**config.mk**
```make
export PLATFORM = sky130hd
export DESIGN_NAME = io_block
export DESIGN_NICKNAME = d
export VERILOG_FILES = /design/src/verilog/io_pkg.sv /design/src/verilog/io_bus_if.sv /design/src/verilog/io_block.sv /design/src/verilog/io_ctrl_regs.sv /design/src/verilog/io_decode.sv /design/src/verilog/io_read_mux.sv /design/src/verilog/ms_timer.sv
export SDC_FILE = /design/constraint.sdc
export NUM_CORES = 1
export LEC_CHECK = 0
export BUFFER_PORTS_ARGS = -buffer_cell sky130_fd_sc_hd__buf_2
export CAP_MARGIN = 20
export CORE_AREA = 2 2 101 103
export CTS_CLUSTER_DIAMETER = 80
export DETAILED_ROUTE_END_ITERATION = 8
export DIE_AREA = 0 0 103 105
export GPL_ROUTABILITY_DRIVEN = 1
export HOLD_SLACK_MARGIN = 0.06
export PLACE_DENSITY = 0.94
export REMOVE_ABC_BUFFERS = 1
export SYNTH_ARGS = -nofsm -noshare
export SYNTH_HDL_FRONTEND = slang
export SYNTH_SLANG_ARGS = --single-unit
```
**constraint.sdc**
```tcl
create_clock -name clk_cpu -period 5.3 [get_ports clk_cpu]
set_clock_uncertainty 0.15 [all_clocks]
set_input_delay 1.59 -clock clk_cpu [delete_from_list [all_inputs] [get_ports clk_cpu]]
set_output_delay 1.59 -clock clk_cpu [all_outputs]
set_load 0.1 [all_outputs]
```
**src/verilog/io_pkg.sv**
```systemverilog
// I/O register block shared definitions
// Bus widths, register map, clock rate and reset values
package io_pkg;

    typedef logic [31:0] word_t;      // Processor data word
    typedef logic [31:0] addr_t;      // Processor byte address
    typedef logic [4:0]  reg_idx_t;   // I/O word index, address bits 6..2
    typedef logic [7:0]  byte_t;      // UART data
    typedef logic [7:0]  led_t;       // LED pattern
    typedef logic [1:0]  ss_n_t;      // SPI slave selects, active low
    typedef logic [31:0] ms_count_t;  // Milliseconds since reset
    typedef logic [16:0] prescale_t;  // Clocks within one millisecond

    localparam logic [3:0] IO_REGION = 4'hE;  // Matched against address bits 31..28

    localparam int FREQ_HZ     = 25_000_000;
    localparam int CLKS_PER_MS = FREQ_HZ / 1000;

    localparam addr_t DEFAULT_FB_ADDRESS = 32'h0100_0000;

    // Bit 31 of the hardware configuration word, cleared for synthesis builds
    localparam logic IS_SIMULATION = 1'b1;

    // Register map, one word per index
    localparam reg_idx_t REG_MS        = 5'd0;   // Milliseconds / --
    localparam reg_idx_t REG_LED       = 5'd1;   // -- / LEDs
    localparam reg_idx_t REG_UART_DATA = 5'd2;   // Rx data / Tx data and start
    localparam reg_idx_t REG_UART_STAT = 5'd3;   // Tx and rx ready / --
    localparam reg_idx_t REG_SPI_DATA  = 5'd4;   // Rx data / Tx start
    localparam reg_idx_t REG_SPI_CTRL  = 5'd5;   // SPI ready / selects and speed
    localparam reg_idx_t REG_CACHE     = 5'd9;   // -- / flush request
    localparam reg_idx_t REG_FB_ADDR   = 5'd10;  // Framebuffer base
    localparam reg_idx_t REG_HW_CFG    = 5'd14;  // Configuration word / --

endpackage

```
**src/verilog/io_bus_if.sv**
```systemverilog
// Decoded I/O access, one per cycle, from the decoder to the register targets
interface io_bus_if;

    logic               io_sel;   // Address lies in the I/O region
    io_pkg::reg_idx_t   reg_idx;  // Word index inside the region
    logic               rd;       // Read strobe
    logic               wr;       // Write strobe
    logic               ce;       // Processor clock enable
    io_pkg::word_t      wdata;    // Write data

    modport decoder (
        output io_sel,
        output reg_idx,
        output rd,
        output wr,
        output ce,
        output wdata
    );

    modport target (
        input  io_sel,
        input  reg_idx,
        input  rd,
        input  wr,
        input  ce,
        input  wdata
    );

endinterface

```
**src/verilog/io_block.sv**
```systemverilog
// Memory-mapped I/O register block
// Decodes the 0xE region and holds the timer, LED, UART, SPI and framebuffer registers
module io_block (
    input  wire logic          clk_cpu,
    input  wire logic          rst_n,
    // Processor access
    input  wire io_pkg::addr_t adr_i,
    input  wire logic          rd_i,
    input  wire logic          wr_i,
    input  wire logic          ce_i,
    input  wire io_pkg::word_t wdata_i,
    input  wire io_pkg::word_t mem_rdata_i,
    output io_pkg::word_t      rdata_o,
    // UART engine
    input  wire io_pkg::byte_t uart_rx_data_i,
    input  wire logic          uart_rx_rdy_i,
    input  wire logic          uart_tx_rdy_i,
    output logic               uart_rx_done_o,
    output logic               uart_tx_start_o,
    output io_pkg::byte_t      uart_tx_data_o,
    // SPI engine
    input  wire io_pkg::word_t spi_rx_data_i,
    input  wire logic          spi_rdy_i,
    output logic               spi_start_o,
    output io_pkg::ss_n_t      spi_ss_n_o,
    output logic               spi_fast_o,
    // Board and memory system
    output io_pkg::led_t       led_o,
    output io_pkg::addr_t      fb_addr_o,
    output logic               flush_o
);

    io_bus_if          bus ();
    io_pkg::ms_count_t ms_count;

    io_decode u_decode (
        .clk_cpu (clk_cpu),
        .rst_n   (rst_n),
        .adr_i   (adr_i),
        .rd_i    (rd_i),
        .wr_i    (wr_i),
        .ce_i    (ce_i),
        .wdata_i (wdata_i),
        .bus     (bus.decoder)
    );

    ms_timer u_timer (
        .clk_cpu    (clk_cpu),
        .rst_n      (rst_n),
        .ms_count_o (ms_count)
    );

    io_ctrl_regs u_ctrl_regs (
        .bus             (bus.target),
        .clk_cpu         (clk_cpu),
        .rst_n           (rst_n),
        .led_o           (led_o),
        .spi_ss_n_o      (spi_ss_n_o),
        .spi_fast_o      (spi_fast_o),
        .fb_addr_o       (fb_addr_o),
        .flush_o         (flush_o),
        .uart_tx_start_o (uart_tx_start_o),
        .uart_tx_data_o  (uart_tx_data_o),
        .spi_start_o     (spi_start_o)
    );

    io_read_mux u_read_mux (
        .bus            (bus.target),
        .clk_cpu        (clk_cpu),
        .rst_n          (rst_n),
        .ms_count_i     (ms_count),
        .mem_rdata_i    (mem_rdata_i),
        .uart_rx_data_i (uart_rx_data_i),
        .uart_rx_rdy_i  (uart_rx_rdy_i),
        .uart_tx_rdy_i  (uart_tx_rdy_i),
        .spi_rx_data_i  (spi_rx_data_i),
        .spi_rdy_i      (spi_rdy_i),
        .led_i          (led_o),      // Register outputs fed back for readback
        .fb_addr_i      (fb_addr_o),
        .rdata_o        (rdata_o),
        .uart_rx_done_o (uart_rx_done_o)
    );

endmodule

```
**src/verilog/io_ctrl_regs.sv**
```systemverilog
// I/O write side
// LED, SPI control and framebuffer registers, flush request and start pulses
module io_ctrl_regs (
    io_bus_if.target          bus,
    input  wire logic         clk_cpu,
    input  wire logic         rst_n,
    output io_pkg::led_t      led_o,
    output io_pkg::ss_n_t     spi_ss_n_o,
    output logic              spi_fast_o,
    output io_pkg::addr_t     fb_addr_o,
    output logic              flush_o,
    output logic              uart_tx_start_o,
    output io_pkg::byte_t     uart_tx_data_o,
    output logic              spi_start_o
);

    logic          io_wr;     // Write strobe inside the I/O region
    logic          reg_wr;    // Same, qualified by the clock enable
    io_pkg::led_t  led;
    logic [2:0]    spi_ctrl;  // Fast bit and the two selects; bit 3 has no function
    io_pkg::addr_t fb_addr;
    logic          flush;

    assign io_wr  = bus.wr && bus.io_sel;
    assign reg_wr = io_wr && bus.ce;

    always_ff @(posedge clk_cpu) begin
        if (rst_n) begin
            led      <= '0;
            spi_ctrl <= '0;
            fb_addr  <= io_pkg::DEFAULT_FB_ADDRESS;
            flush    <= 1'b0;
        end else begin
            flush <= 1'b0;  // Single-cycle request
            if (reg_wr) begin
                case (bus.reg_idx)
                    io_pkg::REG_LED:      led      <= bus.wdata[7:0];
                    io_pkg::REG_SPI_CTRL: spi_ctrl <= bus.wdata[2:0];
                    io_pkg::REG_FB_ADDR:  fb_addr  <= bus.wdata;
                    io_pkg::REG_CACHE:    flush    <= bus.wdata[0];
                    default: ;
                endcase
            end
        end
    end

    assign led_o      = led;
    assign spi_ss_n_o = ~spi_ctrl[1:0];  // Active low selects
    assign spi_fast_o = spi_ctrl[2];
    assign fb_addr_o  = fb_addr;
    assign flush_o    = flush;

    // Start pulses are combinational in the write cycle
    assign uart_tx_start_o = io_wr && (bus.reg_idx == io_pkg::REG_UART_DATA);
    assign uart_tx_data_o  = bus.wdata[7:0];
    assign spi_start_o     = io_wr && (bus.reg_idx == io_pkg::REG_SPI_DATA);

    // The cache controller takes one flush per request. Two back-to-back
    // requests would mean the processor wrote REG_CACHE in consecutive cycles.
    flush_single_cycle: assert property (
        @(posedge clk_cpu) disable iff (rst_n)
        flush_o |=> !flush_o
    ) else $error("io_ctrl_regs: flush held for two cycles");

endmodule

```
**src/verilog/io_decode.sv**
```systemverilog
// I/O address decoder
// Claims the 0xE region and presents the word index and strobes on the I/O bus
module io_decode (
    input  wire logic          clk_cpu,
    input  wire logic          rst_n,
    input  wire io_pkg::addr_t adr_i,
    input  wire logic          rd_i,
    input  wire logic          wr_i,
    input  wire logic          ce_i,
    input  wire io_pkg::word_t wdata_i,
    io_bus_if.decoder          bus
);

    logic              region_hit;
    io_pkg::reg_idx_t  word_idx;

    assign region_hit = (adr_i[31:28] == io_pkg::IO_REGION);
    assign word_idx   = adr_i[6:2];  // Byte offset dropped

    assign bus.io_sel  = region_hit;
    assign bus.reg_idx = word_idx;
    assign bus.rd      = rd_i;
    assign bus.wr      = wr_i;
    assign bus.ce      = ce_i;
    assign bus.wdata   = wdata_i;

    // The processor issues either a read or a write in one cycle, never both.
    // Both targets rely on this when they decode the strobes.
    rd_wr_exclusive: assert property (
        @(posedge clk_cpu) disable iff (rst_n)
        !(rd_i && wr_i)
    ) else $error("io_decode: read and write strobes high together");

endmodule

```
**src/verilog/io_read_mux.sv**
```systemverilog
// I/O read side
// Selects register read data or memory data, and acknowledges UART receive reads
module io_read_mux (
    io_bus_if.target              bus,
    input  wire logic              clk_cpu,
    input  wire logic              rst_n,
    input  wire io_pkg::ms_count_t ms_count_i,
    input  wire io_pkg::word_t     mem_rdata_i,
    input  wire io_pkg::byte_t     uart_rx_data_i,
    input  wire logic              uart_rx_rdy_i,
    input  wire logic              uart_tx_rdy_i,
    input  wire io_pkg::word_t     spi_rx_data_i,
    input  wire logic              spi_rdy_i,
    input  wire io_pkg::led_t      led_i,
    input  wire io_pkg::addr_t     fb_addr_i,
    output io_pkg::word_t          rdata_o,
    output logic                   uart_rx_done_o
);

    io_pkg::word_t io_rdata;
    logic          rx_done;

    always_comb begin
        io_rdata = '0;
        case (bus.reg_idx)
            io_pkg::REG_MS:        io_rdata = ms_count_i;
            io_pkg::REG_LED:       io_rdata = '0;  // LEDs are write-only
            io_pkg::REG_UART_DATA: io_rdata = {24'b0, uart_rx_data_i};
            io_pkg::REG_UART_STAT: io_rdata = {30'b0, uart_tx_rdy_i, uart_rx_rdy_i};
            io_pkg::REG_SPI_DATA:  io_rdata = spi_rx_data_i;
            io_pkg::REG_SPI_CTRL:  io_rdata = {31'b0, spi_rdy_i};
            io_pkg::REG_FB_ADDR:   io_rdata = fb_addr_i;
            io_pkg::REG_HW_CFG:    io_rdata = {io_pkg::IS_SIMULATION, 31'b0};
            default:               io_rdata = '0;  // Unused or dropped index
        endcase
    end

    assign rdata_o = bus.io_sel ? io_rdata : mem_rdata_i;

    // Tells the UART receiver its byte was taken
    always_ff @(posedge clk_cpu) begin
        if (rst_n)
            rx_done <= 1'b0;
        else
            rx_done <= bus.rd && bus.io_sel && (bus.reg_idx == io_pkg::REG_UART_DATA);
    end

    assign uart_rx_done_o = rx_done;

endmodule

```
**src/verilog/ms_timer.sv**
```systemverilog
// Millisecond timer
// Prescaler divides the CPU clock down to one tick per millisecond
module ms_timer (
    input  wire logic         clk_cpu,
    input  wire logic         rst_n,
    output io_pkg::ms_count_t ms_count_o
);

    io_pkg::prescale_t prescale;
    io_pkg::ms_count_t ms_count;
    logic              limit;  // Last clock of the current millisecond

    assign limit = (prescale == io_pkg::prescale_t'(io_pkg::CLKS_PER_MS - 1));

    always_ff @(posedge clk_cpu) begin
        if (rst_n) begin
            prescale <= '0;
            ms_count <= '0;
        end else begin
            prescale <= limit ? '0 : prescale + 1'b1;
            if (limit)
                ms_count <= ms_count + 1'b1;  // Visible the cycle after the wrap
        end
    end

    assign ms_count_o = ms_count;

    prescale_in_range: assert property (
        @(posedge clk_cpu) disable iff (rst_n)
        prescale <= io_pkg::prescale_t'(io_pkg::CLKS_PER_MS - 1)
    ) else $error("ms_timer: prescaler past its limit");

endmodule
```
==> summary.md, run 1 <==
| Metric | Value |
|---|---|
| Status | `completed` |
| Reg2Reg Setup Slack | `2.75 ns` |
| Die area | `10800 µm²` |
| Peak Freq | `193 MHz` |
| Vias in the first global route | `5301` |
| CP Buf/Inv Count | `3` |
| Nets | `943` |
| First-pass GRT wire length | `24900 µm` |
| Post-synth EDFFs | `0` |
| Mapped Cells | `616` |
| Max stage delay on crit path | `0.50 ns` |
| Fin. max-slew vios | `0` |
| Final worst path period need | `5.19 ns` |
| CP arrival | `3.45 ns` |
| CP max FO | `15` |
| Post-Syn Area | `4890 µm²` |
| Crit share post-route | `97.9%` |
| Count leader, synth | `nand2_1` |
| DP HPWL | `11300 µm` |
| Die W | `103 µm` |
| DRT Wirelength | `15500 µm` |
| WL/cell | `16.6 µm` |
| Placed cell areas | `6440 µm²` |
| Lkg Pwr | `0.00276 µW` |
| Routed Antenna Nets | `0` |
| CTS root buffer | `clkbuf_8` |
| Post-CTS setup buffers | `0` |
| Vert. Die Dim | `105 µm` |
| Synth top cells by count | `nand2_1 (110), dfxtp_1 (94), nor2_1 (62), a21oi_1 (46), o21ai_0 (36)` |
| 1st-pass router iterations | `6` |
| Longest Clk Path Bufs | `2` |
| Synth async-reset ratio | `0%` |
| Final hold vios | `0` |
| Site Rows | `36` |
| Top delay family on crit path | `simple AND/OR/NAND/NOR gates` |
| Max cap viols | `0` |
| Cts bufs inserted | `9` |
| GRT Total Usage | `28.6%` |
| Clk slew on worst S/H paths | `0.08 ns` |
| Hold Buf Count CTS | `0` |
| DR iter-0 viols | `492` |
| Post-CTS sizing | `0` |
| CTS tree | `built` |
| Antenna violations before repair | `0` |
| Hold WC Path Type | `flop to flop` |
| CP Class | `input pin to output pin` |
| Max VDD drop | `0.200 mV` |
| Max_slew headroom | `51.8%` |
| YS warnings | `0` |
| PortBufs | `207` |
| Core area | `9640 µm²` |
| Largest net degree at the start of global routing | `37` |
| Fill cell total of the finished layout | `764` |
| Starting Density | `50.8%` |
| Congestion Overflow GR | `0` |
| DR vias | `5420` |
| Post-route design area | `6670 µm²` |
| Post-synth top area share | `38.5%` |
| FF+latch count, synth | `94` |
| CP cell instances | `buf_2, nand2b_1, a21oi_1, or4_1, buf_4, o21ai_0, buf_12` |
| Setup violations, final | `0` |
| Register area share after synthesis | `38.5%` |
| Avg Synthesized Cell Area | `7.94 µm²` |
| Clock Latency Late Sink | `0.36 ns` |
| Unique masters post-synth | `47` |
| Htree depth | `3` |
| Setup Total Neg Slack | `0 ns` |
| Ant diodes | `0` |
| Via/cell ratio | `5.80` |
| Slowest CP cell | `or4_1` |
| RSZ-0062 raised after global routing | `false` |
| Remaining DRCs | `0` |
| Area Growth Syn to Fin | `36.4%` |
| Post-synth top area cell | `dfxtp_1` |
| Crit path capture type | `output pin` |
| Number of I/O pins | `231` |
| Least-Margin Pin Slew | `0.718 ns` |
| CP Launch Type | `input pin` |
| Clock sinks | `94` |
| Final Wtd Congestion | `0.936` |
| Synth area leaders | `dfxtp_1 (38%), nand2_1 (8.4%), a222oi_1 (6.1%)` |
| Pwr/cell area | `236 nW/µm²` |
| Post-synth top flop | `dfxtp_1` |
| Share of post-route cells with drive strength above 1 | `30.9%` |
| WP data required | `3.56 ns` |
==> logic make-up after synthesis <==
kind of cell	after synthesis	synth area share (%)
flops	94	38.5
xor+xnor	37	6.62
compound gates	123	16.3
simple gates	286	29.1
fa+ha+maj	2	0.511
mux	16	3.30
buf+inv	58	5.78
==> final cells by class <==
class	instances	area [µm²]	share of cell area [%]
multi-input cells	464	2740	41.1
repair buffers	221	1620	24.3
clock buffers	13	169	2.53
clock inverters	3	65.1	0.975
well taps	133	166	2.49
inverters	7	26.3	0.394
flip-flops and latches	94	1880	28.2
==> routing by layer <==
metal	vias up	share of wire (%)	GRT usage (%)
li1	2571	-	-
met1	2544	37	33.0
met5	-	0	0
met3	45	7.5	5.02
met4	0	2.8	12.0
met2	260	52	50.8
==> placed cells by master (no fill, tap or decap), types with 2 or more instances in the layout <==
master | netlist | final
nor3_1 | 7 | 7
nor4_1 | 9 | 7
inv_1 | 7 | 7
or3_1 | 6 | 6
a21o_1 | 6 | 6
and4_1 | 5 | 5
clkbuf_8 | 2 | 12
a21oi_1 | 46 | 46
and2_1 | 2 | 2
buf_2 | 6 | 175
mux2i_1 | 15 | 15
a222oi_1 | 30 | 30
nand3b_1 | 3 | 3
buf_4 | 8 | 14
dfxtp_1 | 94 | 94
ha_1 | 2 | 2
o21ai_0 | 36 | 36
nor4bb_1 | 2 | 2
bufinv_16 | 0 | 2
nor4_4 | 2 | 2
nand3_1 | 22 | 22
nor4_2 | 0 | 2
nor4b_1 | 2 | 2
nand2_1 | 110 | 110
and3_1 | 6 | 6
or4_1 | 3 | 3
xor2_1 | 26 | 26
nand4_1 | 28 | 28
and4b_1 | 2 | 2
nor2b_1 | 6 | 5
nor2_1 | 62 | 62
xnor2_1 | 11 | 11
buf_12 | 0 | 32
==> worst min-delay path: stages, from the launching register on <==
cell	delay (ns)
dfxtp_1	0.32
nand2_1	0.06
a21oi_1	0.05
==> report_power, final <==
group	internal (µW)	leakage, µW	total [µW]	switching [µW]
clock network	304	0.000120	547	243
logic	108	0.00188	315	207
registers	708	0.000757	710	2.40
==> worst paths after layout <==
check	from	endpoint	depth (start not counted)
setup / recovery	adr_i[5]	rdata_o[12]	7
hold / removal	u_ctrl_regs.fb_addr_o[7]	u_ctrl_regs.fb_addr_o[7]	2
setup reg to reg	u_timer.prescale[0]	u_timer.ms_count_o[7]	6
hold reg to reg	u_ctrl_regs.fb_addr_o[7]	u_ctrl_regs.fb_addr_o[7]	2
==> stage by stage <==
| stage | utilization (%) | hold WS [ns] | worst slack, ns | instances | power [µW] |
|---|---|---|---|---|---|
| 6_report | 69.2 | 0.324 | 0.110 | 935 | 1570 |
| 3_3_place_gp | 66.8 | 0.293 | 0.208 | 919 | 1040 |
| 3_5_place_dp | 66.8 | 0.310 | 0.109 | 919 | 1040 |
| 2_1_floorplan | - | 0.280 | -2.96 | 565 | 871 |
| 4_1_cts | 69.2 | 0.325 | 0.103 | 935 | 1580 |
| 5_1_grt | 69.2 | 0.349 | 0.0265 | 935 | 1620 |
==> sequential cells by signal (all words and copies together) (netlist names) <==
name and cells:
u_ctrl_regs.fb_addr_o 32, u_read_mux.uart_rx_done_o 1, u_ctrl_regs.spi_ctrl 3, u_ctrl_regs.flush_o 1
u_timer.prescale 17, u_timer.ms_count_o 32, u_ctrl_regs.led_o 8
Note: power is estimated with default switching activity, not from simulation.
==> inputs of run 2 (changes only) <==
--- a/config.mk
+++ b/config.mk
@@ -13,8 +13,9 @@
 export DIE_AREA = 0 0 103 105
 export GPL_ROUTABILITY_DRIVEN = 1
 export HOLD_SLACK_MARGIN = 0.06
-export PLACE_DENSITY = 0.94
+export PLACE_DENSITY = 0.9
 export REMOVE_ABC_BUFFERS = 1
+export SETUP_SLACK_MARGIN = 0.5
 export SYNTH_ARGS = -nofsm -noshare
 export SYNTH_HDL_FRONTEND = slang
 export SYNTH_SLANG_ARGS = --single-unit
==> run 2 against run 1 <==
Compared with the run above:
- the run now ends with DRC left
- global-route usage grew 2.8 points
- clock-buffer cell count is 2 lower
- non-clock buffer count is 12 higher
- combinational power rose by 10%
- die area unchanged
- cell count rose by 1.3%
- worst setup slack better by 0.25 ns
- critical path depth unchanged
- core utilization up 4.8 points
- largest cell class unchanged
- critical endpoint is now rdata_o[17]
- worst hold slack got worse by 0.0019 ns
==> summary.md, run 2 (same netlist as run 1, synthesis figures left out) <==
| Metric | Value |
|---|---|
| Status | `finished, violations left` |
| Violated checks | `DRC` |
| Ant diodes | `0 (unchanged)` |
| Slowest CP cell | `or4_4` |
| Hold WC Path Type | `flop to flop` |
| Clock Latency Late Sink | `0.36 ns (about the same)` |
| Routed Antenna Nets | `0 (unchanged)` |
| Congestion Overflow GR | `0 (unchanged)` |
| Nets | `955 (+1.3%)` |
| Vias in the first global route | `5536 (+4.4%)` |
| Combinational Power Share | `22.2% (+2.2 points)` |
| Sw frac | `31.3% (+2.5 points)` |
| Final worst path period need | `4.94 ns (-0.250 ns)` |
| DR iter-0 viols | `581 (+18%)` |
| Setup violations, final | `0 (unchanged)` |
| Fill cell total of the finished layout | `691 (-9.6%)` |
| Largest net degree at the start of global routing | `56 (+51%)` |
| Least-Margin Pin Slew | `0.721 ns (+0.00287 ns)` |
| Site Rows | `36 (unchanged)` |
| Worst setup path endpoint | `rdata_o[17]` |
| Cell count of the worst hold path | `2 (unchanged)` |
| CP max FO | `20 (+5)` |
| Max_slew headroom | `51.6% (-0.19 points)` |
| WL/cell | `19.3 µm (+16%)` |
| Die W | `103 µm (unchanged)` |
| Final hold vios | `0 (unchanged)` |
| Pwr/cell area | `220 nW/µm² (-6.7%)` |
| Util after Layout | `74.0% (+4.8 points)` |
| CTS root buffer | `clkbuf_8` |
| 1st-pass router iterations | `9 (+3)` |
| WP data required | `3.56 ns (about the same)` |
| Fin. max-slew vios | `0 (unchanged)` |
| Sequential fraction of design power | `45.3% (about the same)` |
| RSZ-0062 raised after global routing | `true` |
| Clk slew on worst S/H paths | `0.09 ns (about the same)` |
| Most frequent cells in the layout | `buf_2 (168), nand2_1 (110), dfxtp_1 (94)` |
| R2R depth | `6 (unchanged)` |
| Lkg Pwr | `0.00290 µW (+5.2%)` |
| CP cell instances | `buf_12, nor2_2, a21oi_1, or4_4, buf_12, o21ai_1, buf_12` |
| Hold Buf Count CTS | `0 (unchanged)` |
| Share of post-route cells with drive strength above 1 | `35.3% (+4.3 points)` |
| GRT Total Usage | `31.3% (+2.8 points)` |
| First-pass GRT wire length | `27100 µm (+8.9%)` |
| Clock sinks | `94 (unchanged)` |
| Core area | `9640 µm² (unchanged)` |
| CP Launch Type | `input pin` |
| Die area | `10800 µm² (unchanged)` |
| Int Power | `1080 µW (-3.8%)` |
| Htree depth | `3 (unchanged)` |
| Max stage delay on crit path | `0.59 ns (+0.09 ns)` |
| Area Growth Syn to Fin | `45.8%` |
| CP arrival | `3.20 ns (-0.25 ns)` |
| R2r startpoint | `u_timer.prescale[0]` |
| Most common cell after layout, fill and taps aside | `buf_2` |
| Placed cell count | `919 (unchanged)` |
| Vert. Die Dim | `105 µm (unchanged)` |
| Via/cell ratio | `6.17 (+6.5%)` |
| CP Class | `input pin to output pin` |
| Remaining DRCs | `2 (+2)` |
| Longest Clk Path Bufs | `2 (unchanged)` |
| NetSw | `490 µW (+8.4%)` |
| Crit share post-route | `93.2% (-4.7 points)` |
| Clock Power Share | `32.5% (-2.3 points)` |
| Cell Count, Final, Fillers Out | `947 (+1.3%)` |
| Pwr Total | `1570 µW (-0.29%)` |
| Peak Freq | `202 MHz (+5.1%)` |
| Antenna violations before repair | `0 (unchanged)` |
| DR vias | `5844 (+7.8%)` |
| Cts bufs inserted | `9 (unchanged)` |
| Cell repeated most along the worst path | `buf_12` |
| PortBufs | `207 (unchanged)` |
| Max VDD drop | `0.161 mV (-19%)` |
| Max cap viols | `0 (unchanged)` |
| Worst reg2reg endpoint | `u_timer.ms_count_o[7]` |
| Number of I/O pins | `231 (unchanged)` |
| Starting Density | `50.8% (unchanged)` |
| DP HPWL | `11000 µm (-2.5%)` |
| Reg2Reg Setup Slack | `2.64 ns (-0.11 ns)` |
| Final Wtd Congestion | `0.909 (-2.9%)` |
| Crit path capture type | `output pin` |
| DRT Wirelength | `18200 µm (+18%)` |
| CTS tree | `built` |
| Setup crit start | `adr_i[3]` |
-- run 2: how the worst min path moves through the flow --
stage / slack [ns] / end / start
after floorplan: 0.28 / u_timer.prescale[0] / u_timer.prescale[0]
after global placement: 0.29 / u_timer.prescale[0] / u_timer.prescale[0]
after detailed placement: 0.30 / u_timer.prescale[0] / u_timer.prescale[0]
after CTS: 0.32 / u_ctrl_regs.fb_addr_o[11] / u_ctrl_regs.fb_addr_o[11]
after global routing: 0.34 / u_ctrl_regs.fb_addr_o[11] / u_ctrl_regs.fb_addr_o[11]
final: 0.32 / u_ctrl_regs.fb_addr_o[11] / u_ctrl_regs.fb_addr_o[11]
-- run 2: area by class of cell --
cell class | instances | area, µm² | area share, %
multi-input cells | 464 | 2920 | 41.0
inverters | 7 | 26.3 | 0.368
clock inverters | 5 | 57.6 | 0.807
clock buffers | 11 | 151 | 2.12
repair buffers | 233 | 1930 | 27.0
flip-flops and latches | 94 | 1880 | 26.4
well taps | 133 | 166 | 2.33
-- run 2: critical path, delay by kind of cell --
kind,cells,cell delay (ns)
AOI/OAI and AO/OA,2,0.32
and+or+nand+nor,2,0.74
buffers and inverters,3,0.53
-- run 2: power groups by stage --
| stage | clock network, µW | logic, µW | registers, µW |
|---|---|---|---|
| after global placement | 0 | 310 | 726 |
| after floorplan | 0 | 144 | 727 |
| after detailed placement | 0 | 314 | 726 |
| after CTS | 503 | 334 | 710 |
| after global routing | 537 | 359 | 711 |
| final | 509 | 348 | 710 |
-- run 2: what timing repair did --
action                                  CTS  global route
setup buffers                             8             2
pin swaps                                 2             2
gates resized for setup                  72            20
cloned                                    2             0
endpoints found under the setup margin   33            33
-- run 2: stage by stage --
stage                     hold WS (ns)  setup slack (ns)  cell area (µm²)  setup TNS, ns
after floorplan                  0.280             -2.96             4640         -93.87
after global placement           0.294             0.188             6450              0
after detailed placement         0.304            0.0980             6450              0
after CTS                        0.323             0.421             7020              0
after global routing             0.344             0.324             7130              0
final                            0.322             0.360             7130              0
-- run 2: metal layers --
layer | global-route usage [%] | share of wire [%] | wire, µm | vias up
met4 | 16.0 | 6.3 | 1140 | 0
met1 | 35.3 | 36 | 6490 | 2708
li1 | - | - | - | 2603
met3 | 6.29 | 8.8 | 1610 | 106
met2 | 54.7 | 49 | 9010 | 427
met5 | 0 | 0 | 0 | -
